## src/logic/cpu_pkg.sv

```systemverilog
/*
 * Shared definitions for the four-stage integer core.
 * ISA field types, opcode encodings, memory sizes and the host window base.
 * Every stage takes what it needs through a wildcard import.
 */
`default_nettype none

package cpu_pkg;

    typedef logic [31:0] word_t;     // data and instruction word
    typedef logic [3:0]  reg_sel_t;  // register number
    typedef logic [15:0] addr_t;     // byte address

    // branch and jump share upper nibble 3
    typedef enum logic [7:0] {
        NOP  = 8'h00,
        ADD  = 8'h01,
        SUB  = 8'h02,
        AND  = 8'h03,
        OR   = 8'h04,
        XOR  = 8'h05,
        ADDI = 8'h11,
        LW   = 8'h81,
        SW   = 8'h83,
        BEQ  = 8'h31,
        BNE  = 8'h33,
        JMP  = 8'h3D
    } opcode_t;

    // register form: op rd rs rt
    typedef struct packed {
        opcode_t     op;
        reg_sel_t    rd;
        reg_sel_t    rs;
        reg_sel_t    rt;
        logic [11:0] unused;
    } instr_reg_t;

    // immediate form: op rd rs imm16
    typedef struct packed {
        opcode_t     op;
        reg_sel_t    rd;
        reg_sel_t    rs;
        logic [15:0] imm;
    } instr_imm_t;

    typedef union packed {
        instr_reg_t r;
        instr_imm_t i;
    } instr_t;

    localparam int    REG_COUNT   = 16;
    localparam int    IMEM_WORDS  = 256;
    localparam int    IMEM_AW     = $clog2(IMEM_WORDS);
    localparam int    DMEM_WORDS  = 64;
    localparam int    DMEM_AW     = $clog2(DMEM_WORDS);
    localparam addr_t HOST_BASE   = 16'h9000;  // stores from here go to the host
    localparam addr_t PC_STEP     = 16'd4;
    localparam int    SCORE_DEPTH = 3;         // slots between decode and the regfile

endpackage

`default_nettype wire

```

## src/logic/pipe_if.sv

```systemverilog
/*
 * Pipeline slot bundles between the core stages.
 * dec_ex_if carries one issued instruction from decode into execute,
 * ex_res_if carries the executed slot on into the result stage.
 */
`default_nettype none


interface ex_res_if
    import cpu_pkg::*;
();
    logic     valid;
    opcode_t  op;
    reg_sel_t rd;
    logic     wrt_en;
    word_t    alu_result;  // doubles as the memory address
    word_t    store_data;

    modport ex  (output valid, op, rd, wrt_en, alu_result, store_data);
    modport res (input  valid, op, rd, wrt_en, alu_result, store_data);
endinterface

`default_nettype wire

```

## src/logic/result_stage.sv

```systemverilog
/*
 * Result stage: data memory, host store window and writeback register.
 * Stores at or above HOST_BASE leave the core as a one-cycle host write,
 * lower stores and all loads use the local data memory.
 */
`default_nettype none
`timescale 1ns/1ns

module result_stage
    import cpu_pkg::*;
(
    input  logic     clk,
    input  logic     rst_n,
    ex_res_if.res    xr,
    output logic     wb_en,
    output reg_sel_t wb_sel,
    output word_t    wb_data,
    output logic     host_wrt_en,
    output addr_t    host_addr,
    output word_t    host_data
);

    word_t dmem [DMEM_WORDS];

    addr_t              mem_addr;
    logic [DMEM_AW-1:0] mem_idx;
    logic               is_store, to_host;

    assign mem_addr = xr.alu_result[15:0];
    assign mem_idx  = mem_addr[2 +: DMEM_AW];   // word aligned
    assign is_store = xr.valid && (xr.op == SW);
    assign to_host  = (mem_addr >= HOST_BASE);

    always_ff @(posedge clk) begin
        if (is_store && !to_host) dmem[mem_idx] <= xr.store_data;
    end

    always_ff @(posedge clk or negedge rst_n) begin
        if (!rst_n) begin
            wb_en       <= 1'b0;
            host_wrt_en <= 1'b0;
        end else begin
            wb_en       <= xr.valid && xr.wrt_en;
            host_wrt_en <= is_store && to_host;   // never stalled
        end
    end

    always_ff @(posedge clk) begin
        wb_sel    <= xr.rd;
        wb_data   <= (xr.op == LW) ? dmem[mem_idx] : xr.alu_result;
        host_addr <= mem_addr;
        host_data <= xr.store_data;
    end

endmodule

`default_nettype wire

```

## src/flat_wrapper.sv

```systemverilog
// flat-port wrapper written by rule: the top's interface ports become plain ports
module result_stage_flat import cpu_pkg::*;
  (clk, rst_n, wb_en, wb_sel, wb_data, host_wrt_en, host_addr, host_data, xr_valid, xr_op, xr_rd, xr_wrt_en, xr_alu_result, xr_store_data);
  ex_res_if xr_i ();
  input  logic clk;
  input  logic rst_n;
  output logic wb_en;
  output reg_sel_t wb_sel;
  output word_t wb_data;
  output logic host_wrt_en;
  output addr_t host_addr;
  output word_t host_data;
  input wire logic [$bits(xr_i.valid)-1:0] xr_valid;
  input wire logic [$bits(xr_i.op)-1:0] xr_op;
  input wire logic [$bits(xr_i.rd)-1:0] xr_rd;
  input wire logic [$bits(xr_i.wrt_en)-1:0] xr_wrt_en;
  input wire logic [$bits(xr_i.alu_result)-1:0] xr_alu_result;
  input wire logic [$bits(xr_i.store_data)-1:0] xr_store_data;
  assign xr_i.valid = xr_valid;
  assign xr_i.op = xr_op;
  assign xr_i.rd = xr_rd;
  assign xr_i.wrt_en = xr_wrt_en;
  assign xr_i.alu_result = xr_alu_result;
  assign xr_i.store_data = xr_store_data;
  result_stage u_core (.clk(clk), .rst_n(rst_n), .xr(xr_i), .wb_en(wb_en), .wb_sel(wb_sel), .wb_data(wb_data), .host_wrt_en(host_wrt_en), .host_addr(host_addr), .host_data(host_data));
endmodule
```

## config.mk

```make
export PLATFORM = sky130hd
export DESIGN_NAME = result_stage_flat
export DESIGN_NICKNAME = d
export VERILOG_FILES = /design/src/logic/cpu_pkg.sv /design/src/logic/pipe_if.sv /design/src/logic/result_stage.sv /design/src/flat_wrapper.sv
export SDC_FILE = /design/constraint.sdc
export NUM_CORES = 2
export LEC_CHECK = 0
export BUFFER_PORTS_ARGS = -buffer_cell sky130_fd_sc_hd__buf_2
export CAP_MARGIN = 0
export CORE_ASPECT_RATIO = 1.75
export CORE_UTILIZATION = 55
export CTS_CLUSTER_SIZE = 10
export DETAILED_ROUTE_END_ITERATION = 10
export PLACE_DENSITY = 0.7
export SLEW_MARGIN = 20
export SYNTH_ARGS = -nofsm -noshare
export SYNTH_HDL_FRONTEND = slang
export SYNTH_SLANG_ARGS = --single-unit
```

## constraint.sdc

```tcl
create_clock -name clk -period 2.45 [get_ports clk]
set_clock_uncertainty 0.2 [all_clocks]
set_input_delay 0.245 -clock clk [delete_from_list [all_inputs] [get_ports clk]]
set_output_delay 0.245 -clock clk [all_outputs]
set_load 0.05 [all_outputs]
```

==> After elaboration in Yosys (flattened, before gate mapping) <==
Memory sizes are Yosys's and may differ from the RTL's.
Index checks and enable logic that the tools add are counted.
{ "op_classes": {"order_cmp": 1, "n_mux": 3, "n_reduce_logical": 5, "eq_ne": 2} }
{ "op_table": {"columns": ["cell", "count"], "rows": [
  ["two-way mux 32 bit", 1],
  ["equality test 8 bit (second input constant)", 2],
  [">= comparator 16 bit (second input constant)", 1],
  ["logical AND 1 bit", 4],
  ["two-way mux 1 bit", 2],
  ["zero test 1 bit", 1]
]} }
{ "word_totals": {"regBits": 86, "word_cells": 18, "mem_count": 1, "ramBits": 2048} }
{ "mem_list": {"columns": ["name", "depth", "width", "rd", "rd_clocked_by_memory_dff", "write_ports", "line_no", "source"], "rows": [
  ["u_core.dmem", 64, 32, 1, 0, 1, "result_stage.sv:23", "word_t dmem [DMEM_WORDS];"]
]} }

==> Logic depth before layout (Yosys ltp) <==
{ "logic_depth": {"depth_word": 5, "depth_mapped": 11, "depth_no_buf": 6} }

==> Least setup slack after synthesis <==
OpenSTA, ideal clock, no wires.
{ "synth_path": {"kind": "input-to-reg", "start": "input port xr_alu_result[2]", "end": "memory u_core.dmem[10][0] (netlist name), enable pin", "required_time_ns": 1.829, "cell_stages": 7, "path_buffers": 4, "t_arrival_ns": 2.930, "path_slack_ns": -1.101, "cell_sequence": "buf_6 -> buf_6 -> buf_2 -> nor3b_1 -> clkbuf_1 -> nand2_1 -> nor2_1"} }
{ "synth_between": {"elab_chain_cells": 5} }
{ "synth_lines": {"columns": ["item", "line_no", "source"], "rows": [
  ["from (decl)", "flat_wrapper.sv:17", "input wire logic [$bits(xr_i.alu_result)-1:0] xr_alu_result;"],
  [">= comparator 16 bit", "result_stage.sv:32", "assign to_host = (mem_addr >= HOST_BASE);"],
  ["zero test 1 bit", "result_stage.sv:35", "if (is_store && !to_host) dmem[mem_idx] <= xr.store_data;"],
  ["logical AND 1 bit", "result_stage.sv:35", null],
  ["two-way mux 1 bit", "result_stage.sv:35", null],
  ["two-way mux 1 bit (implied by the code)", "result_stage.sv:35", null],
  ["to (decl)", "result_stage.sv:23", null]
]} }
Several ways; a longest one is shown, not always the timed one.

==> Worst setup path after layout <==
{ "layout_path": {"start": "input port xr_alu_result[6]", "end": "register u_core.wb_data[19]"} }
{ "layout_between": {"elab_chain_cells": 2} }
{ "layout_lines": {"columns": ["item", "line_no", "source"], "rows": [
  ["memory read (64 x 32 bit)", null, null],
  ["two-way mux 32 bit", "result_stage.sv:50", "wb_data <= (xr.op == LW) ? dmem[mem_idx] : xr.alu_result;"],
  ["to (signal assigned)", "result_stage.sv:50", null],
  ["to (decl)", "result_stage.sv:17", "output word_t wb_data,"]
]} }
No other way between the ends.

==> impl_metrics.toml <==
[sta]
slew_headroom_pct = 32.5
fin_crit_ns = 2.48
setup_violations = 2
grt_setup_unrepaired = "false"
worst_slack_ns = -0.0273
slew_violations = 0
worstMarginPinSlew_ns = 1.01
worst_hold_slack_ns = 0.0395
fin_setup_tns_ns = -0.0426
final.period_utilization_pct = 101
max_freq_mhz = 404
finalHoldViolCount = 0

[floorplan]
dieArea_sq_um = 148000
io-pin-count = 166
rows = 185
die_h_microns = 509
fp.dieW_microns = 291
core-area_sq_um = 145000
start_util_pct = 55.5

[yosys]
synthTopCellsByArea = "edfxtp_1 (76%), mux4_2 (5.0%), mux2_2 (2.3%)"
synthCells = 4231
synth.top_cells.by_count = "edfxtp_1 (2,048), a221oi_1 (199), mux4_2 (180)"
ys.flop_type = "edfxtp_1"
synth-edff-count = 2048
synth_most_common_cell = "edfxtp_1"
synth-seq-area-share_pct = 78.4
synth_top_area_cell = "edfxtp_1"
yosys.area.top_type_share_pct = 76.2
synth_cell_types = 70
netlist_area_sq_um = 80700
ys_seq_elements = 2134
avgSynthCellArea_sq_um = 19.1
ys_warn_count = 0
async_flop_share_pct = 0.0937
postSynthNetCount = 4311

[cts]
clock_path_buffers = 3
path_clk_slew_ns = 0.06
clock_latency_ns = 0.87
cts.sinks = 2134
clockRootBuffer = "clkbuf_16"
cts_tree = "yes"
htreeDepth = 4
numCtsBuffers = 232
cts_setup_buffers = 0

[worst_setup_path]
start_kind = "input pin"
startpoint = "xr_alu_result[6]"
cp.arrival_ns = 3.07
critical_path_class = "input pin to flip-flop"
path_max_fanout = 15
rr_endpoint = "u_core.wb_data[1]"
worstPathRequired_ns = 3.05
worst_setup_path_end_kind = "flip-flop"
reg2reg_from = "u_core.dmem[13][1]"
r2r_slack_ns = -0.02
r2r_cells = 4
endpoint = "u_core.wb_data[19]"

[route]
vias = 51000
firstDrtPassIters = 8
drt_iter0_drc = 8152
wl_microns = 280000
drc = 0
ant_nets = 0
post_drt_via_cell_ratio = 6.99
drt-wirelength-per-cell_microns = 38.4

[worst_hold_path]
min_path_type = "input pin to flip-flop"
min_path_cells = 4

[power]
finalPower_w = 0.0771
power.density_nw_per_um2 = 772
power.share.clock_pct = 41.5
switching_share_pct = 22.3
seq_power_share_pct = 52.0
switchingPower_w = 0.0172
combinationalPowerShare_pct = 6.5
leakagePower_nw = 33.3
p_int_w = 0.0599
irDropWorstVdd_v = 0.000758

[finish]
fill_cells = 9013
multi_input_area_sq_um = 16700
seq_area_sq_um = 63200
drive_above_1_share_pct = 30.8
area_growth_pct = 23.9
nNetsFinal = 5302

[global_route]
grt_pass1_vias = 50200
antenna_found_initial = 11
grt_overflow = 0
grtUsageTotal_pct = 37.6
grt_first_pass_wirelength_microns = 382000
grt_max_degree = 66

[run]
max_cap_viol_count = 0

[outcome]
status = "finished with violations"
violations = "negative setup slack"

[placement]
dp_hpwl_microns = 179000
port_buffers = 165
routabilityCongestion = 0.953
## kinds of logic (layout without fill, tap and decap cells)
logic type             Yosys count  after routing  share of synthesized area [%]
buffers and inverters          294           1475                           1.83
AND/OR/NAND/NOR                394            394                           2.19
other                            0             11                              0
AO/OA/AOI/OAI                  896            896                           8.17
multiplexers                   513            513                           9.43
flip-flops                    2134           2134                           78.4
## metal layers
layer	vias to the layer above	wire length, microns	global-route usage (%)
li1	19600	-	-
met1	25700	90700	45.9
met2	4540	132000	60.0
met3	1076	35200	8.90
met4	6	22000	24.8
met5	-	62	0
## sequential cells by signal, indices dropped and copies added, names as in the netlist
signal	cells
u_core.dmem	2048
u_core.host_wrt_en	1
u_core.wb_en	1
u_core.wb_data	32
u_core.host_addr	16
u_core.host_data	32
u_core.wb_sel	4
## worst min path at each step
stage                      start            endpoint  slack [ns]
2_1_floorplan              rst_n  u_core.host_wrt_en       -0.25
3_3_place_gp               rst_n        u_core.wb_en       -0.17
3_5_place_dp               rst_n  u_core.host_wrt_en       -0.17
4_1_cts        xr_alu_result[20]  u_core.wb_data[20]       0.001
5_1_grt        xr_alu_result[17]  u_core.wb_data[17]        0.04
6_report       xr_alu_result[23]  u_core.wb_data[23]        0.04
## cell usage in the layout, fill, tap and decap left out, types with 24 or more instances in the layout
master | netlist | routed
edfxtp_1 | 2048 | 2048
buf_4 | 45 | 544
buf_12 | 0 | 240
clkbuf_16 | 0 | 235
a221oi_1 | 199 | 198
mux4_2 | 180 | 180
clkbuf_1 | 101 | 173
a22oi_1 | 168 | 167
mux2_2 | 167 | 167
mux2i_1 | 163 | 162
buf_2 | 106 | 162
o21ai_0 | 115 | 113
a21oi_1 | 112 | 110
nor2_1 | 176 | 109
dlygate4sd3_1 | 0 | 98
nand2_1 | 101 | 94
dfxtp_1 | 84 | 84
o22ai_1 | 73 | 73
nor2_4 | 0 | 67
a22o_1 | 37 | 37
nand3_1 | 36 | 33
a221o_1 | 29 | 29
a31oi_1 | 24 | 24
## repair_timing
action | in CTS | in global routing
endpoints found under the hold margin | 2044 | 0
hold buffers | 98 | 0
gates resized for setup | 10 | 7
endpoints found under the setup margin | 6 | 7
pin swaps | 1 | 1
## power by group through the flow
stage | Clock (W) | Combinational (W) | Sequential (W)
after global routing | 0.0334 | 0.00515 | 0.0401
after global placement | 0 | 0.00470 | 0.0408
after detailed placement | 0 | 0.00476 | 0.0408
final | 0.0320 | 0.00504 | 0.0401
after CTS | 0.0321 | 0.00492 | 0.0401
after floorplan | 0 | 0.00181 | 0.0411
## critical path, stage by stage
cell           delay, ns
dlygate4sd3_1       0.54
buf_2               0.17
buf_12              0.16
or3b_2              0.55
nor2_1              0.38
buf_4               0.20
buf_4               0.20
a21oi_1             0.09
nand4_1             0.27
o32a_1              0.26
## final cells by class
type | instances | area share (%)
antenna | 11 | 0.0275
clock buffer | 411 | 6.57
clock inverter | 13 | 0.300
inverter | 4 | 0.0238
multi-input combinational | 1803 | 16.7
sequential | 2134 | 63.3
tap | 1870 | 2.34
timing repair buffer | 1047 | 10.7
## through the flow
step / area [sq um] / util, % / setup WS (ns) / instances
2_1_floorplan: 81300 / - / -0.0616 / 4231
3_3_place_gp: 92000 / 63.3 / -0.835 / 6760
3_5_place_dp: 92000 / 63.3 / -0.862 / 6760
4_1_cts: 99900 / 68.7 / 0.00699 / 7282
5_1_grt: 99900 / 68.7 / 0.0101 / 7283
6_report: 100000 / 68.8 / -0.0273 / 7293
Note: power is estimated with default switching activity, not from simulation.
