<file path="config.mk">
export PLATFORM = sky130hd
export DESIGN_NAME = execute_stage_flat
export DESIGN_NICKNAME = d
export VERILOG_FILES = /design/src/logic/cpu_pkg.sv /design/src/logic/pipe_if.sv /design/src/logic/execute_stage.sv /design/src/flat_wrapper.sv
export SDC_FILE = /design/constraint.sdc
export NUM_CORES = 1
export LEC_CHECK = 0
export ABC_AREA = 1
export BUFFER_PORTS_ARGS = -buffer_cell sky130_fd_sc_hd__buf_2
export CORE_MARGIN = 3
export CORE_UTILIZATION = 30
export CTS_CLUSTER_DIAMETER = 200
export CTS_CLUSTER_SIZE = 40
export DETAILED_ROUTE_END_ITERATION = 10
export GPL_ROUTABILITY_DRIVEN = 0
export REMOVE_ABC_BUFFERS = 1
export SETUP_SLACK_MARGIN = 0.15
export SLEW_MARGIN = 15
export SYNTH_ARGS = -nofsm -noshare
export SYNTH_HDL_FRONTEND = slang
export SYNTH_SLANG_ARGS = --single-unit
</file>
<file path="constraint.sdc">
create_clock -name clk -period 7 [get_ports clk]
set_input_delay 2.1 -clock clk [delete_from_list [all_inputs] [get_ports clk]]
set_output_delay 2.1 -clock clk [all_outputs]
set_load 0.01 [all_outputs]
</file>
<file path="src/logic/cpu_pkg.sv">
/*
 * Shared definitions for the four-stage integer core.
 * ISA field types, opcode encodings, memory sizes and the host window base.
 * Every stage takes what it needs through a wildcard import.
 */
`default_nettype none

package cpu_pkg;

    typedef logic [31:0] word_t;     // data and instruction word
    typedef logic [3:0]  reg_sel_t;  // register number
    typedef logic [15:0] addr_t;     // byte address

    // branch and jump share upper nibble 3
    typedef enum logic [7:0] {
        NOP  = 8'h00,
        ADD  = 8'h01,
        SUB  = 8'h02,
        AND  = 8'h03,
        OR   = 8'h04,
        XOR  = 8'h05,
        ADDI = 8'h11,
        LW   = 8'h81,
        SW   = 8'h83,
        BEQ  = 8'h31,
        BNE  = 8'h33,
        JMP  = 8'h3D
    } opcode_t;

    // register form: op rd rs rt
    typedef struct packed {
        opcode_t     op;
        reg_sel_t    rd;
        reg_sel_t    rs;
        reg_sel_t    rt;
        logic [11:0] unused;
    } instr_reg_t;

    // immediate form: op rd rs imm16
    typedef struct packed {
        opcode_t     op;
        reg_sel_t    rd;
        reg_sel_t    rs;
        logic [15:0] imm;
    } instr_imm_t;

    typedef union packed {
        instr_reg_t r;
        instr_imm_t i;
    } instr_t;

    localparam int    REG_COUNT   = 16;
    localparam int    IMEM_WORDS  = 256;
    localparam int    IMEM_AW     = $clog2(IMEM_WORDS);
    localparam int    DMEM_WORDS  = 64;
    localparam int    DMEM_AW     = $clog2(DMEM_WORDS);
    localparam addr_t HOST_BASE   = 16'h9000;  // stores from here go to the host
    localparam addr_t PC_STEP     = 16'd4;
    localparam int    SCORE_DEPTH = 3;         // slots between decode and the regfile

endpackage

`default_nettype wire

</file>
<file path="src/logic/pipe_if.sv">
/*
 * Pipeline slot bundles between the core stages.
 * dec_ex_if carries one issued instruction from decode into execute,
 * ex_res_if carries the executed slot on into the result stage.
 */
`default_nettype none
`timescale 1ns/1ns

interface dec_ex_if
    import cpu_pkg::*;
();
    logic     valid;
    opcode_t  op;
    reg_sel_t rd;
    logic     wrt_en;   // slot writes rd at writeback
    word_t    src_a;
    word_t    src_b;    // register value, store data for SW
    word_t    imm;      // already sign extended

    modport dec (output valid, op, rd, wrt_en, src_a, src_b, imm);
    modport ex  (input  valid, op, rd, wrt_en, src_a, src_b, imm);
endinterface

interface ex_res_if
    import cpu_pkg::*;
();
    logic     valid;
    opcode_t  op;
    reg_sel_t rd;
    logic     wrt_en;
    word_t    alu_result;  // doubles as the memory address
    word_t    store_data;

    modport ex  (output valid, op, rd, wrt_en, alu_result, store_data);
    modport res (input  valid, op, rd, wrt_en, alu_result, store_data);
endinterface

`default_nettype wire

</file>
<file path="src/logic/execute_stage.sv">
/*
 * Execute stage: ALU, zero flag register and branch resolution.
 * A taken branch or a jump in the execute slot raises redirect_en in the
 * same cycle so fetch can load the target at the next edge.
 */
`default_nettype none
`timescale 1ns/1ns

module execute_stage
    import cpu_pkg::*;
(
    input  logic     clk,
    input  logic     rst_n,
    dec_ex_if.ex     dx,
    ex_res_if.ex     xr,
    output logic     redirect_en,
    output addr_t    redirect_pc
);

    word_t alu_result;
    logic  upd_zf;    // op writes the zero flag
    logic  zf;
    logic  taken;

    ////////////////////////////////////////
    // alu
    ////////////////////////////////////////
    always_comb begin
        upd_zf = 1'b1;
        case (dx.op)
            ADD:     alu_result = dx.src_a + dx.src_b;
            SUB:     alu_result = dx.src_a - dx.src_b;
            AND:     alu_result = dx.src_a & dx.src_b;
            OR:      alu_result = dx.src_a | dx.src_b;
            XOR:     alu_result = dx.src_a ^ dx.src_b;
            ADDI:    alu_result = dx.src_a + dx.imm;
            default: begin
                // address and branch target sum
                alu_result = dx.src_a + dx.imm;
                upd_zf     = 1'b0;
            end
        endcase
    end

    always_ff @(posedge clk or negedge rst_n) begin
        if (!rst_n) begin
            zf <= 1'b0;
        end else if (dx.valid && upd_zf) begin
            zf <= (alu_result == '0);
        end
    end

    // branch conditions read the held flag
    always_comb begin
        case (dx.op)
            BEQ:     taken = zf;
            BNE:     taken = !zf;
            JMP:     taken = 1'b1;
            default: taken = 1'b0;
        endcase
    end

    assign redirect_en = dx.valid && taken;
    assign redirect_pc = alu_result[15:0];

    ////////////////////////////////////////
    // execute output register
    ////////////////////////////////////////
    always_ff @(posedge clk or negedge rst_n) begin
        if (!rst_n) begin
            xr.valid  <= 1'b0;
            xr.wrt_en <= 1'b0;
        end else begin
            xr.valid  <= dx.valid;
            xr.wrt_en <= dx.valid && dx.wrt_en;
        end
    end

    always_ff @(posedge clk) begin
        xr.op         <= dx.op;
        xr.rd         <= dx.rd;
        xr.alu_result <= alu_result;
        xr.store_data <= dx.src_b;
    end

endmodule

`default_nettype wire

</file>
<file path="src/flat_wrapper.sv">
// flat-port wrapper written by rule: the top's interface ports become plain ports
module execute_stage_flat import cpu_pkg::*;
  (clk, rst_n, redirect_en, redirect_pc, dx_valid, dx_op, dx_rd, dx_wrt_en, dx_src_a, dx_src_b, dx_imm, xr_valid, xr_op, xr_rd, xr_wrt_en, xr_alu_result, xr_store_data);
  dec_ex_if dx_i ();
  ex_res_if xr_i ();
  input  logic clk;
  input  logic rst_n;
  output logic redirect_en;
  output addr_t redirect_pc;
  input wire logic [$bits(dx_i.valid)-1:0] dx_valid;
  input wire logic [$bits(dx_i.op)-1:0] dx_op;
  input wire logic [$bits(dx_i.rd)-1:0] dx_rd;
  input wire logic [$bits(dx_i.wrt_en)-1:0] dx_wrt_en;
  input wire logic [$bits(dx_i.src_a)-1:0] dx_src_a;
  input wire logic [$bits(dx_i.src_b)-1:0] dx_src_b;
  input wire logic [$bits(dx_i.imm)-1:0] dx_imm;
  output wire logic [$bits(xr_i.valid)-1:0] xr_valid;
  output wire logic [$bits(xr_i.op)-1:0] xr_op;
  output wire logic [$bits(xr_i.rd)-1:0] xr_rd;
  output wire logic [$bits(xr_i.wrt_en)-1:0] xr_wrt_en;
  output wire logic [$bits(xr_i.alu_result)-1:0] xr_alu_result;
  output wire logic [$bits(xr_i.store_data)-1:0] xr_store_data;
  assign dx_i.valid = dx_valid;
  assign dx_i.op = dx_op;
  assign dx_i.rd = dx_rd;
  assign dx_i.wrt_en = dx_wrt_en;
  assign dx_i.src_a = dx_src_a;
  assign dx_i.src_b = dx_src_b;
  assign dx_i.imm = dx_imm;
  assign xr_valid = xr_i.valid;
  assign xr_op = xr_i.op;
  assign xr_rd = xr_i.rd;
  assign xr_wrt_en = xr_i.wrt_en;
  assign xr_alu_result = xr_i.alu_result;
  assign xr_store_data = xr_i.store_data;
  execute_stage u_core (.clk(clk), .rst_n(rst_n), .dx(dx_i), .xr(xr_i), .redirect_en(redirect_en), .redirect_pc(redirect_pc));
endmodule
</file>
After elaboration in Yosys (flattened, before gate mapping) --
Cells that the tools add are included.
Operators by class: equality and inequality tests 9, reductions and logical operators 6, multiplexer cells 3, bitwise operators 3, add/subtract/negate cells 3
Operators by type and width (count):
- case mux 32 bit (5 select lines) | 1
- adder 32 bit | 2
- bitwise AND 32 bit | 1
- zero test 32 bit | 1
- bitwise OR 32 bit | 1
- subtractor 32 bit | 1
- XOR 32 bit | 1
- == test 8 x 6 -> 1 bit (second input constant) | 3
- == test 8 x 2 -> 1 bit (second input constant) | 2
- == test 8 x 3 -> 1 bit (second input constant) | 2
- == test 8 x 1 -> 1 bit (second input constant) | 1
- == test 8 x 5 -> 1 bit (second input constant) | 1
- OR reduction 6 bit | 1
- logical AND 1 bit | 3
- case mux 1 bit (3 select lines) | 1
- zero test 1 bit | 1
- two-way mux 1 bit | 1
Storage, ports and cells: bits in registers 79, output and inout port bits 95, logic and storage cells 31

Depth between registers and ports, before layout --
word-level depth 4, mapped depth 31, mapped depth without buffers 31

Worst setup path before layout --
Ideal clock, no wire load.
path kind input -> output, start point input port dx_src_b[0], end point output port redirect_pc[15], slack 0.139 ns, data arrival time 4.761 ns, buffers on the path 1, required time 4.900 ns, stages on the path 23, cells stage by stage inv_1 -> ha_1 -> nand2_1 -> inv_1 -> nand3_1 -> nor3_2 -> nand3_1 -> inv_1 -> nand2_2 -> a21oi_1 -> a311oi_1 -> or2_2 -> ha_1 -> nand2_1 -> nor2_1 -> inv_1 -> nor3_1 -> nand2_1 -> nand3_1 -> nand3_1 -> nand2_1 -> inv_1 -> buf_4
On the way: cells in the longest elaborated chain, start to end 2, elaborated cells between the ends (all ways) 3, classes of those cells 2 x add/sub; 1 x mux
RTL lines:
- start: declaration | line flat_wrapper.sv:15 | input wire logic [$bits(dx_i.src_b)-1:0] dx_src_b;
- subtractor 32 bit / adder 32 bit (equally long branches) | line execute_stage.sv:32, execute_stage.sv:31
- case mux 32 bit (5 select lines) (*) | line execute_stage.sv:30 | case (dx.op)
- end: declaration | line flat_wrapper.sv:9 | output addr_t redirect_pc;
Mark *: on every way between the ends. The rest lies on a longest branch, timed or not.

Worst setup path in the final report --
start point input port dx_src_b[1], end point output port redirect_pc[14]
Same word-level chain as after synthesis.

==> flow_summary.json <==
{
  "status": "complete, but fails checks",
  "violations": "negative setup slack",
  "first_pass_iters": 8,
  "cts_buffer_depth": 2,
  "worstReg2RegStart": "u_core.zf",
  "synth_cells": 1308,
  "fin_nets": 1856,
  "vias": 9859,
  "antenna_found_initial": 5,
  "die-width_um": 169.4,
  "synth_top_family_by_area": "simple AND/OR/NAND/NOR gates",
  "syn_to_final_growth_pct": 44.48,
  "slowest_stage": "a211oi_2",
  "synth_mux_area_share_pct": 0,
  "synth_seq_area_share_pct": 19.94,
  "max_cap_viol_count": 0,
  "setup_ws_ps": -83.38,
  "mappedNetlistArea_um2": 8008,
  "hold_start": "u_core.zf",
  "grt_pass1_wl_um": 46510,
  "fill_cells": 2664,
  "period_needed_ps": 7083,
  "io_pins": 207,
  "layout-drive-gt1-share_pct": 34.28,
  "cts_tree": "done",
  "start_util_pct": 30.64,
  "setup_viol": 2,
  "die_h_um": 169.4,
  "setup_tns_ps": -84.48,
  "grtUsageTotal_pct": 20.40,
  "ys_ff_latch": 79,
  "clock_sinks": 79,
  "insertion_delay_ps": 350,
  "leakagePower_nw": 6.135,
  "ys_types": 52,
  "required_ps": 4900,
  "fin_cells": 1989,
  "skew_ps": 0,
  "crit_start": "dx_src_b[1]",
  "cts_inserted_buffers": 9,
  "ant_nets": 0,
  "slew_viol_final": 0,
  "grt_pass1_vias": 9019,
  "root_buffer": "clkbuf_16",
  "synthAdderAreaFrac_pct": 15.41,
  "ys.warnings.count": 0,
  "globalRoute.totalOverflow": 0,
  "synthXorXnorAreaFrac_pct": 2.516,
  "dpl.cell_count": 1886,
  "drc": 0,
  "tightest_slew_ps": 574.7,
  "crit_path_end_kind": "primary output",
  "hold_class": "flop to flop",
  "cp_data_arrival_time_ps": 4980,
  "grt_max_degree": 32,
  "fin_crit_sh_pct": 101.2,
  "fp-row-count": 59,
  "peakVddDrop_v": 0.00007872,
  "avgViaCountPerCell": 4.957,
  "drt_wl_total_um": 31790,
  "whs_ps": 570.2,
  "cp_max_fo": 4,
  "clk_pin_slew_ps": 70,
  "hold_viol": 0,
  "cp-start-kind": "input port",
  "avgSynthCellArea_um2": 6.122,
  "rsz0062_at_grt": "yes",
  "cp_common_cell": "nand2_2",
  "drt_iter0_drc": 865,
  "synth_compound_area_share_pct": 13.02,
  "htreeDepth": 3,
  "dieArea_um2": 28690,
  "port_buffers": 206,
  "p_per_area_nw_per_um2": 155.7,
  "design.core.area_um2": 26130,
  "place.detailed.hpwl_um": 24040,
  "cts.hold.buffers_added": 0,
  "pre_cts_slack_ps": -320.0,
  "critPathKind": "input port to primary output",
  "wire_per_inst_um": 15.98,
  "fmax_mhz": 141.2,
  "max_slew_margin_pct": 61.69,
  "slowest_delay_ps": 340,
  "synth-simple-area-share_pct": 35.33
}
cell type report:
class	instances	area, um^2	share of cell area (%)
antenna	3	7.507	0.06489
clock buffer	10	229.0	1.979
clock inverter	6	86.33	0.7462
inverter	235	899.6	7.776
multi-input combinational	957	6030	52.11
sequential	79	1597	13.80
tap	335	419.2	3.623
timing repair buffer	364	2302	19.90
cells by family after synthesis:
logic type | Yosys count
flip-flops | 79
adder cells (fa/ha/maj) | 98
AO/OA/AOI/OAI | 170
XOR/XNOR | 23
AND/OR/NAND/NOR | 666
buffers and inverters | 272
through the flow:
| stage | power, mW | util [%] | cell area (um^2) |
|---|---|---|---|
| global placement | 1.106 | 37.49 | 9798 |
| global route | 1.905 | 44.27 | 11570 |
| floorplan | 0.8508 | - | 7787 |
| CTS | 1.715 | 41.33 | 10800 |
| finish | 1.801 | 44.27 | 11570 |
| detailed placement | 1.114 | 37.49 | 9798 |
sequential cells by signal, summed over array words and instances, names as in the netlist:
signal                flops
u_core.xr.alu_result     32
u_core.xr.store_data     32
u_core.xr.op              8
u_core.xr.rd              4
u_core.xr.valid           1
u_core.xr.wrt_en          1
u_core.zf                 1
cell usage after synthesis (all sizes together):
| master | instances | area [um^2] |
|---|---|---|
| xor2 | 13 | 113.9 |
| o221ai | 1 | 8.760 |
| a32o | 1 | 10.01 |
| o21ai | 48 | 240.2 |
| inv | 235 | 884.6 |
| dfrtp | 3 | 75.07 |
| nor4 | 6 | 37.54 |
| o311ai | 6 | 52.55 |
| and3 | 2 | 12.51 |
| o2111ai | 4 | 35.03 |
| o21bai | 5 | 37.54 |
| o211ai | 13 | 97.59 |
| fa | 1 | 20.02 |
| nand4 | 21 | 131.4 |
| nor3b | 1 | 7.510 |
| clkbuf | 9 | 33.78 |
| a211oi | 2 | 15.01 |
| a311oi | 4 | 35.03 |
| ha | 97 | 1214 |
| a21o | 2 | 15.01 |
| o22ai | 4 | 25.02 |
| or2 | 4 | 25.03 |
| or3 | 1 | 6.260 |
| o21a | 1 | 7.510 |
| a221oi | 9 | 78.83 |
| nor2 | 164 | 634.4 |
| nand3b | 2 | 15.01 |
| nor3 | 30 | 165.2 |
| nand2 | 344 | 1324 |
| dfxtp | 76 | 1521 |
| a21oi | 62 | 325.3 |
| buf | 28 | 186.4 |
| xnor2 | 10 | 87.58 |
| and2 | 2 | 12.51 |
| nand3 | 89 | 457.9 |
| o31ai | 5 | 37.54 |
| o32ai | 1 | 8.760 |
| a31oi | 2 | 12.51 |
metal layers:
| layer | vias up | track usage, % | part of all wire, % |
|---|---|---|---|
| met4 | 4 | 6.650 | 2.6 |
| met5 | - | 0 | 0.11 |
| met2 | 405 | 33.19 | 47 |
| met1 | 4514 | 26.68 | 43 |
| li1 | 4867 | - | - |
| met3 | 69 | 4.892 | 7.4 |
cell usage in the layout, fill, tap and decap left out, drive strengths merged, types with 13 or more instances in the layout:
cell | Yosys | routed
buf | 28 | 364
dfxtp | 76 | 76
a21oi | 62 | 62
nor3 | 30 | 30
ha | 97 | 97
o21ai | 48 | 48
o211ai | 13 | 13
nand4 | 21 | 21
nand2 | 344 | 344
nor2 | 164 | 164
xor2 | 13 | 13
nand3 | 89 | 89
inv | 235 | 235
what timing repair did:
| item | CTS | global route |
|---|---|---|
| setup buffers | 66 | 18 |
| gates resized for setup | 55 | 167 |
| endpoints found under the setup margin | 8 | 16 |
| pin swaps | 31 | 75 |
critical path, delay by kind of cell:
kind / cells / cell delay (ps)
simple gates: 13 / 1120
xor+xnor: 1 / 160
buf+inv: 8 / 640
compound gates: 2 / 530
fa+ha+maj: 2 / 430
power breakdown:
part	total, mW	switching (mW)	internal (mW)
Sequential	0.513	0.00987	0.503
Combinational	0.764	0.434	0.330
Clock	0.524	0.212	0.312
path summary, 6_finish.rpt:
kind                                    end  slack, ps  cells past startpoint
max                         redirect_pc[14]        -80                     26
max reg2reg                       u_core.zf       6340                      2
min reg2reg                       u_core.zf        570                      2
min in group asynchronous   u_core.xr.valid       1530                      1
min                               u_core.zf        570                      2
max in group asynchronous  u_core.xr.wrt_en       5360                      1
(Power assumes the default switching activity.)
