**src/logic/cpu_pkg.sv**
```systemverilog
/*
 * Shared definitions for the four-stage integer core.
 * ISA field types, opcode encodings, memory sizes and the host window base.
 * Every stage takes what it needs through a wildcard import.
 */
`default_nettype none

package cpu_pkg;

    typedef logic [31:0] word_t;     // data and instruction word
    typedef logic [3:0]  reg_sel_t;  // register number
    typedef logic [15:0] addr_t;     // byte address

    // branch and jump share upper nibble 3
    typedef enum logic [7:0] {
        NOP  = 8'h00,
        ADD  = 8'h01,
        SUB  = 8'h02,
        AND  = 8'h03,
        OR   = 8'h04,
        XOR  = 8'h05,
        ADDI = 8'h11,
        LW   = 8'h81,
        SW   = 8'h83,
        BEQ  = 8'h31,
        BNE  = 8'h33,
        JMP  = 8'h3D
    } opcode_t;

    // register form: op rd rs rt
    typedef struct packed {
        opcode_t     op;
        reg_sel_t    rd;
        reg_sel_t    rs;
        reg_sel_t    rt;
        logic [11:0] unused;
    } instr_reg_t;

    // immediate form: op rd rs imm16
    typedef struct packed {
        opcode_t     op;
        reg_sel_t    rd;
        reg_sel_t    rs;
        logic [15:0] imm;
    } instr_imm_t;

    typedef union packed {
        instr_reg_t r;
        instr_imm_t i;
    } instr_t;

    localparam int    REG_COUNT   = 16;
    localparam int    IMEM_WORDS  = 256;
    localparam int    IMEM_AW     = $clog2(IMEM_WORDS);
    localparam int    DMEM_WORDS  = 64;
    localparam int    DMEM_AW     = $clog2(DMEM_WORDS);
    localparam addr_t HOST_BASE   = 16'h9000;  // stores from here go to the host
    localparam addr_t PC_STEP     = 16'd4;
    localparam int    SCORE_DEPTH = 3;         // slots between decode and the regfile

endpackage

`default_nettype wire

```
**src/logic/pipe_if.sv**
```systemverilog
/*
 * Pipeline slot bundles between the core stages.
 * dec_ex_if carries one issued instruction from decode into execute,
 * ex_res_if carries the executed slot on into the result stage.
 */
`default_nettype none
`timescale 1ns/1ns

interface dec_ex_if
    import cpu_pkg::*;
();
    logic     valid;
    opcode_t  op;
    reg_sel_t rd;
    logic     wrt_en;   // slot writes rd at writeback
    word_t    src_a;
    word_t    src_b;    // register value, store data for SW
    word_t    imm;      // already sign extended

    modport dec (output valid, op, rd, wrt_en, src_a, src_b, imm);
    modport ex  (input  valid, op, rd, wrt_en, src_a, src_b, imm);
endinterface


`default_nettype wire

```
**src/logic/decode_stage.sv**
```systemverilog
/*
 * Decode stage with the register file and the in-flight scoreboard.
 * A word is issued into the execute slot only when none of its sources
 * is still pending and no branch is unresolved; otherwise hold is raised
 * and a bubble goes down the pipe. There is no forwarding.
 */
`default_nettype none
`timescale 1ns/1ns

module decode_stage
    import cpu_pkg::*;
(
    input  logic     clk,
    input  logic     rst_n,
    input  word_t    instr,
    input  logic     instr_valid,
    input  logic     wb_en,
    input  reg_sel_t wb_sel,
    input  word_t    wb_data,
    output logic     hold,
    dec_ex_if.dec    dx
);

    instr_t   iw;
    opcode_t  op_d;
    reg_sel_t sel_a, sel_b;
    logic     use_a, use_b, writes_rd, is_branch;
    logic     hazard, issue;
    logic [1:0] br_cnt;   // cycles left until the branch resolves

    word_t    rf [REG_COUNT];
    logic     pend_vld [SCORE_DEPTH];
    reg_sel_t pend_rd  [SCORE_DEPTH];

    assign iw    = instr;
    assign sel_a = iw.r.rs;
    assign sel_b = (op_d == SW) ? iw.r.rd : iw.r.rt;   // stores read rd as data

    always_comb begin
        op_d      = iw.r.op;
        use_a     = 1'b1;
        use_b     = 1'b0;
        writes_rd = 1'b0;
        is_branch = 1'b0;
        case (iw.r.op)
            ADD, SUB, AND, OR, XOR: begin
                use_b     = 1'b1;
                writes_rd = 1'b1;
            end
            ADDI, LW:      writes_rd = 1'b1;
            SW:            use_b     = 1'b1;
            BEQ, BNE, JMP: is_branch = 1'b1;
            default: begin   // NOP and unknown codes
                op_d  = NOP;
                use_a = 1'b0;
            end
        endcase
    end

    ////////////////////////////////////////
    // hazard check against the scoreboard
    ////////////////////////////////////////
    always_comb begin
        hazard = 1'b0;
        for (int i = 0; i < SCORE_DEPTH; i++) begin
            if (pend_vld[i] && use_a && sel_a != '0 && pend_rd[i] == sel_a) hazard = 1'b1;
            if (pend_vld[i] && use_b && sel_b != '0 && pend_rd[i] == sel_b) hazard = 1'b1;
        end
    end

    assign issue = instr_valid && !hazard && (br_cnt == 2'd0);
    assign hold  = instr_valid && (hazard || br_cnt != 2'd0);

    // regfile, written at the edge
    always_ff @(posedge clk) begin
        if (wb_en) rf[wb_sel] <= wb_data;
    end

    always_ff @(posedge clk or negedge rst_n) begin
        if (!rst_n) begin
            br_cnt    <= 2'd0;
            dx.valid  <= 1'b0;
            dx.wrt_en <= 1'b0;
            for (int i = 0; i < SCORE_DEPTH; i++) pend_vld[i] <= 1'b0;
        end else begin
            if (issue && is_branch) br_cnt <= 2'd2;
            else if (br_cnt != 2'd0) br_cnt <= br_cnt - 2'd1;
            dx.valid    <= issue;
            dx.wrt_en   <= issue && writes_rd;
            pend_vld[0] <= issue && writes_rd && iw.r.rd != '0;   // r0 never pending
            for (int i = 1; i < SCORE_DEPTH; i++) pend_vld[i] <= pend_vld[i-1];
        end
    end

    always_ff @(posedge clk) begin
        pend_rd[0] <= iw.r.rd;
        for (int i = 1; i < SCORE_DEPTH; i++) pend_rd[i] <= pend_rd[i-1];
        dx.op    <= op_d;
        dx.rd    <= iw.r.rd;
        dx.src_a <= (sel_a == '0) ? '0 : rf[sel_a];   // r0 reads zero
        dx.src_b <= (sel_b == '0) ? '0 : rf[sel_b];
        dx.imm   <= {{16{iw.i.imm[15]}}, iw.i.imm};
    end

endmodule

`default_nettype wire

```
**src/flat_wrapper.sv**
```systemverilog
// flat-port wrapper written by rule: the top's interface ports become plain ports
module decode_stage_flat import cpu_pkg::*;
  (clk, rst_n, instr, instr_valid, wb_en, wb_sel, wb_data, hold, dx_valid, dx_op, dx_rd, dx_wrt_en, dx_src_a, dx_src_b, dx_imm);
  dec_ex_if dx_i ();
  input  logic clk;
  input  logic rst_n;
  input  word_t instr;
  input  logic instr_valid;
  input  logic wb_en;
  input  reg_sel_t wb_sel;
  input  word_t wb_data;
  output logic hold;
  output wire logic [$bits(dx_i.valid)-1:0] dx_valid;
  output wire logic [$bits(dx_i.op)-1:0] dx_op;
  output wire logic [$bits(dx_i.rd)-1:0] dx_rd;
  output wire logic [$bits(dx_i.wrt_en)-1:0] dx_wrt_en;
  output wire logic [$bits(dx_i.src_a)-1:0] dx_src_a;
  output wire logic [$bits(dx_i.src_b)-1:0] dx_src_b;
  output wire logic [$bits(dx_i.imm)-1:0] dx_imm;
  assign dx_valid = dx_i.valid;
  assign dx_op = dx_i.op;
  assign dx_rd = dx_i.rd;
  assign dx_wrt_en = dx_i.wrt_en;
  assign dx_src_a = dx_i.src_a;
  assign dx_src_b = dx_i.src_b;
  assign dx_imm = dx_i.imm;
  decode_stage u_core (.clk(clk), .rst_n(rst_n), .instr(instr), .instr_valid(instr_valid), .wb_en(wb_en), .wb_sel(wb_sel), .wb_data(wb_data), .hold(hold), .dx(dx_i));
endmodule
```
**config.mk**
```make
export PLATFORM = sky130hd
export DESIGN_NAME = decode_stage_flat
export DESIGN_NICKNAME = d
export VERILOG_FILES = /design/src/logic/cpu_pkg.sv /design/src/logic/pipe_if.sv /design/src/logic/decode_stage.sv /design/src/flat_wrapper.sv
export SDC_FILE = /design/constraint.sdc
export NUM_CORES = 1
export LEC_CHECK = 0
export BUFFER_PORTS_ARGS = -buffer_cell sky130_fd_sc_hd__buf_2
export CAP_MARGIN = 0
export CORE_AREA = 2 2 239 241
export DETAILED_ROUTE_END_ITERATION = 10
export DIE_AREA = 0 0 241 243
export PLACE_DENSITY = 0.73
export SLEW_MARGIN = 40
export SYNTH_ARGS = -nofsm -noshare
export SYNTH_HDL_FRONTEND = slang
export SYNTH_SLANG_ARGS = --single-unit
```
**constraint.sdc**
```tcl
create_clock -name clk -period 2.4 [get_ports clk]
set_input_delay 0.12 -clock clk [delete_from_list [all_inputs] [get_ports clk]]
set_output_delay 0.12 -clock clk [all_outputs]
set_load 0.1 [all_outputs]
```
Word-level counts from Yosys, hierarchy flattened
Memory sizes are Yosys's and may differ from the RTL's. A register that Yosys moved wholly into a read port is not among the register bits.
Cells that the tools add are included.
- memories: 2
- word-level logic and storage cells: 84
- register bits after elaboration: 35
- memory bits (writable): 524
- memories (memory ; words ; width ; rd ports ; clocked after memory_dff ; write ports ; line ; source):
    u_core.rf ; 16 ; 32 ; 2 ; 2 ; 1 ; decode_stage.sv:31 ; word_t rf [REG_COUNT];
    u_core.pend_rd ; 3 ; 4 ; 3 ; 0 ; 3 ; decode_stage.sv:33 ; reg_sel_t pend_rd [SCORE_DEPTH];
- $add $sub $neg: 1
- equality and inequality tests: 18
- multiplexer cells: 16
- reduce and logical (&&, ||, !) cells: 38
- operators with widths (operator ; number):
    equality test 4 bit ; 6
    equality test 8 x 6 -> 1 bit (second input constant) ; 3
    equality test 8 bit (second input constant) ; 3
    logical AND 1 bit ; 24
    equality test 8 x 2 -> 1 bit (second input constant) ; 2
    equality test 8 x 3 -> 1 bit (second input constant) ; 2
    two-way mux 1 bit ; 12
    nonzero test 4 bit ; 3
    OR reduction 11 bit ; 1
    equality test 8 x 1 -> 1 bit (second input constant) ; 1
    equality test 8 x 5 -> 1 bit (second input constant) ; 1
    zero test 4 bit ; 2
    two-way mux 8 bit ; 1
    OR reduction 7 bit ; 1
    OR reduction 6 bit ; 1
    two-way mux 2 bit ; 2
    two-way mux 4 bit ; 1
    nonzero test 2 bit ; 2
    OR reduction 3 bit ; 1
    zero test 2 bit ; 1
    subtractor 2 x 1 -> 2 bit (second input constant) ; 1
    zero test 1 bit ; 1
    logical OR 1 bit ; 1

Longest topological paths before layout
- word-level depth: 18
- gate-level depth with buffers: 11
- gate-level depth less buffers: 6

Least setup slack after synthesis
No wires, ideal clock.
- path type: in2reg
- from: input wb_sel[2]
- to: memory u_core.rf[0][0] (netlist bit) (enable)
- data arrival time: 2838 ps
- setup time: 461 ps
- path slack: -900 ps
- required time: 1939 ps
- stages: 2
- path buffers: 0
- path through: or3b_2 -> nor3_1
- RTL lines (what ; line ; source):
    from (decl) ; flat_wrapper.sv:10 ; input reg_sel_t wb_sel;
    to (decl) ; decode_stage.sv:31 ;
Straight into the memory's write port.

Worst setup path in the final report
- from: input instr[15]
- to: output hold
- cells in the longest elaborated chain, start to end: 11
- ends and longest elaborated chain (what ; line ; source):
    from (decl) ; flat_wrapper.sv:7 ; input word_t instr;
    two-way mux 4 bit (*) ; decode_stage.sv:37 ; assign sel_b = (op_d == SW) ? iw.r.rd : iw.r.rt;
    nonzero test 4 bit ; decode_stage.sv:67 ; if (pend_vld[i] && use_b && sel_b != '0 && pend_rd[i] == sel_b) hazard = 1'b1;
    logical AND 1 bit (2 in a row) ; decode_stage.sv:67 ;
    two-way mux 1 bit ; decode_stage.sv:67 ;
    two-way mux 1 bit ; decode_stage.sv:66 ; if (pend_vld[i] && use_a && sel_a != '0 && pend_rd[i] == sel_a) hazard = 1'b1;
    two-way mux 1 bit ; decode_stage.sv:67 ;
    two-way mux 1 bit ; decode_stage.sv:66 ;
    two-way mux 1 bit (*) ; decode_stage.sv:67 ;
    logical OR 1 bit (*) ; decode_stage.sv:72 ; assign hold = instr_valid && (hazard || br_cnt != 2'd0);
    logical AND 1 bit (*) ; decode_stage.sv:72 ;
    to (decl) ; flat_wrapper.sv:12 ; output logic hold;
Every way passes the cells marked *; elsewhere a longest branch is shown, timed or not.

==> metrics.json <==
{
  "clock_network": {
    "root_buffer": "sky130_fd_sc_hd__clkbuf_16",
    "htree_num_levels": 2,
    "cts-root-to-sink-buffers": 3,
    "clkLatencyLatePin_ns": 0.64,
    "worst_setup_hold_path_clk_slew_ns": 0.07,
    "cts_inserted_buffers": 61,
    "cts_tree": "built",
    "clkSinkCount": 619
  },
  "route": {
    "drc": 0,
    "first_pass_drt_iterations": 6,
    "ant_nets": 0,
    "wl_per_cell_um": 27.65,
    "routed-via-count": 19230,
    "dr.first_iter.drc_count": 2574,
    "via_per_inst": 6.546,
    "finalWirelength_um": 81220
  },
  "global_routing": {
    "grt_pass1_wl_um": 120800,
    "grt_antenna_before_repair": 1,
    "pin_count_of_the_biggest_net_entering_global_routing": 49,
    "grt_pass1_vias": 19400,
    "grt_overflow": 0,
    "globalRouteTotalUtil_pct": 27.74
  },
  "logic_synthesis": {
    "syn_avg_cell_area_um2": 15.23,
    "postSynth.topFlopCell": "sky130_fd_sc_hd__edfxtp_1",
    "synth_enable_flop_cells": 512,
    "synth.yosys.seq_area_share_pct": 63.53,
    "netlist_area_um2": 27630,
    "yosys_register_bits": 619,
    "async_reset_ff_share_pct": 1.131,
    "synth.net_count": 1887,
    "ys_types": 64,
    "synthesis.yosys.warnings": 0,
    "synthesis.instances": 1814
  },
  "cells_and_area": {
    "drive_above_1_share_pct": 30.84,
    "antenna_cells": 0,
    "fill_cell_total_of_the_finished_layout": 4053,
    "layout-area-overhead-vs-synth_pct": 22.68,
    "num-nets-final": 2203
  },
  "place": {
    "port_buffers": 182,
    "gpl.final_weighted_congestion": 0.8849,
    "post-place-ws_ns": -0.3246,
    "hpwl_after_detailed_placement_um": 46250
  },
  "hold_path": {
    "min_delay_worst_endpoint": "u_core.dx.wrt_en",
    "worst_hold_path_type": "in2reg",
    "hold_path_depth": 6,
    "hold_path.startpoint": "instr[30]"
  },
  "sta": {
    "max_freq_ghz": 0.4121,
    "hold_viol": 0,
    "maxSlewViolCount": 0,
    "slew_limit_headroom_pct": 46.19,
    "final.setup.worst_slack_ns": -0.02634,
    "finalSetupViolations": 1,
    "worst-slew-pin-transition_ns": 0.8071,
    "post-route-period-util_pct": 101.1,
    "finalClockSkew_ns": 0.01280,
    "timing.final.crit_period_ns": 2.426,
    "final.setup.tns_ns": -0.02634,
    "unrepaired_setup_endpoints_after_global_routing": "yes"
  },
  "power_and_ir_drop": {
    "power_leakage_uw": 0.01196,
    "powerDensity_nw_per_um2": 772.6,
    "peakVddDrop_v": 0.0005277,
    "finalPower_uw": 26190
  },
  "critical_path": {
    "crit_path_max_incr_delay_ns": 0.54,
    "crit_path_cell_trace": "dlygate4sd3_1 -> buf_2 -> or3_1 -> o311a_1 -> o211ai_1 -> o311ai_2 -> o21a_4 -> buf_12",
    "worstPathRequired_ns": 2.28,
    "type_of_the_setup_path_with_the_least_slack": "in2out",
    "timing.critical_path.arrival_ns": 2.31,
    "critPathSlowestCell": "sky130_fd_sc_hd__dlygate4sd3_1",
    "crit_family": "buffers and inverters",
    "kind_of_end_point_of_the_critical_path": "output port",
    "cp_max_fo": 6,
    "critPathLaunchType": "primary input",
    "r2r-start": "u_core.dx.rd[0]",
    "crit-reg2reg-capture": "u_core.pend_vld[2]",
    "number_of_buffers_and_inverters_on_the_critical_path": 3,
    "worst_r2r_path_depth": 9,
    "reg2reg_slack_ns": 0.54
  },
  "status": {
    "result_of_the_run": "finished, violations left",
    "violated_checks": "negative setup slack"
  },
  "floorplanning": {
    "total_core_area_um2": 55950,
    "dieArea_um2": 58560,
    "chip_height_um": 243,
    "pin_count": 183,
    "floorplan.initialDensity_pct": 49.38,
    "row_count": 87,
    "chipWidth_um": 241
  },
  "flow_run": {
    "maxCapViolCount": 0
  }
}
cells by family after synthesis:
family | count (synthesis) | share of synthesized area [%]
other | 1 | 0.01357
xor gates and xnor gates | 23 | 0.7291
muxes | 238 | 15.87
DFF | 619 | 63.53
and+or+nand+nor | 426 | 7.853
AOI/OAI and AO/OA | 328 | 8.759
buffers and inverters | 178 | 3.197
adders and majority gates | 1 | 0.04528
routing by layer:
layer / up-vias / track usage, % / wire [um]
li1: 7923 / - / -
met4: 2 / 11.96 / 3394
met1: 9656 / 37.70 / 30880
met2: 1385 / 43.85 / 38310
met3: 266 / 5.266 / 8623
met5: - / 0 / 13
through the flow:
stage | cells | util (%) | hold slack (ns) | area, um2
after floorplan | 1814 | - | -0.1756 | 27660
after global placement | 2749 | 55.32 | -0.03943 | 30950
after detailed placement | 2749 | 55.32 | -0.03355 | 30950
after CTS | 2934 | 60.45 | 0.02889 | 33820
after global routing | 2938 | 60.58 | 0.09628 | 33890
final | 2938 | 60.58 | 0.05356 | 33890
layout make-up:
cell class              count  area (um2)  area share [%]
well taps                 756       945.9           2.791
clock buffers              78        1672           4.932
multi-input cells        1017        9513           28.07
flip-flops and latches    619       17570           51.84
repair buffers            420        3687           10.88
inverters                  11       41.29          0.1218
clock inverters            37       462.9           1.366
worst register-to-register path, cell delays in order (launching register included):
cell	delay, ns
sky130_fd_sc_hd__dfxtp_4	0.35
sky130_fd_sc_hd__buf_4	0.15
sky130_fd_sc_hd__xnor2_1	0.12
sky130_fd_sc_hd__nand4_1	0.10
sky130_fd_sc_hd__a21oi_2	0.05
sky130_fd_sc_hd__o32ai_2	0.27
sky130_fd_sc_hd__o311ai_2	0.18
sky130_fd_sc_hd__buf_4	0.17
sky130_fd_sc_hd__buf_4	0.13
sky130_fd_sc_hd__nor3_1	0.26
sequential cells by signal, indices dropped and copies added (netlist names):
name	flops
u_core.rf	512
u_core.dx.rd	3
u_core.dx.wrt_en	1
u_core.pend_rd	9
u_core.pend_vld	3
u_core.dx.valid	1
u_core.br_cnt	2
u_core.dx.imm	16
u_core.dx.src_a	32
u_core.dx.op	8
u_core.dx.src_b	32
report_power, final:
group	total, uW	leakage [uW]	switching, uW	internal (uW)
registers	12200	0.00556	182	12000
logic	3890	0.00535	2660	1230
clock network	10100	0.00105	4130	5990
total	26200	0.0120	6960	19200
worst max-delay path by stage:
| stage | startpoint | end | depth (start not counted) |
|---|---|---|---|
| final | instr[15] | hold | 8 |
| after global routing | u_core.pend_rd[0][5] | hold | 6 |
| after CTS | u_core.pend_rd[0][4] | hold | 7 |
| after detailed placement | instr[27] | u_core.dx.src_b[14] | 11 |
| after global placement | instr[27] | u_core.dx.src_b[14] | 11 |
| after floorplan | wb_sel[2] | u_core.rf[1][0] | 2 |
cells in the final DEF, fill, tap and decap left out, types with 62 or more instances in the layout:
cell type / n
sky130_fd_sc_hd__buf_4: 108
sky130_fd_sc_hd__dfxtp_1: 93
sky130_fd_sc_hd__nor3_1: 71
sky130_fd_sc_hd__buf_2: 179
sky130_fd_sc_hd__mux4_2: 160
sky130_fd_sc_hd__a21oi_1: 67
sky130_fd_sc_hd__edfxtp_1: 512
sky130_fd_sc_hd__and3_1: 66
sky130_fd_sc_hd__nand2_1: 134
sky130_fd_sc_hd__a211oi_1: 68
sky130_fd_sc_hd__mux2i_1: 77
sky130_fd_sc_hd__dlygate4sd3_1: 64
sky130_fd_sc_hd__clkbuf_16: 62
sky130_fd_sc_hd__buf_12: 64
sky130_fd_sc_hd__nand3_1: 62
synthesized netlist by cell type, drive strengths merged (6+ instances only):
| cell | n | area [um2] |
|---|---|---|
| edfxtp | 512 | 15370 |
| mux4 | 160 | 3603 |
| nand2 | 135 | 506.7 |
| dfxtp | 100 | 2002 |
| buf | 91 | 555.5 |
| mux2i | 77 | 770.7 |
| clkbuf | 76 | 286.5 |
| nor3 | 76 | 391.6 |
| a21oi | 70 | 350.3 |
| a211oi | 69 | 518.0 |
| and3 | 66 | 412.9 |
| nand3 | 63 | 315.3 |
| o21a | 62 | 465.5 |
| a2111oi | 58 | 524.3 |
| nor2b | 36 | 225.2 |
| a22o | 28 | 245.2 |
| nor2 | 17 | 73.82 |
| xor2 | 12 | 105.1 |
| inv | 11 | 41.29 |
| xnor2 | 11 | 96.34 |
| o21ai | 9 | 60.06 |
| nor4 | 8 | 65.06 |
| a31oi | 7 | 43.79 |
| dfrtp | 7 | 175.2 |
| nand2b | 6 | 37.54 |
repair_timing:
item	4_1_cts	5_1_grt
setup endpoints to repair	1	2
gates resized for setup	19	8
pin swaps	11	6
setup buffers	6	4
hold buffers	64	0
endpoints found under the hold margin	549	0
No activity file was read; power rests on OpenSTA's default activity.
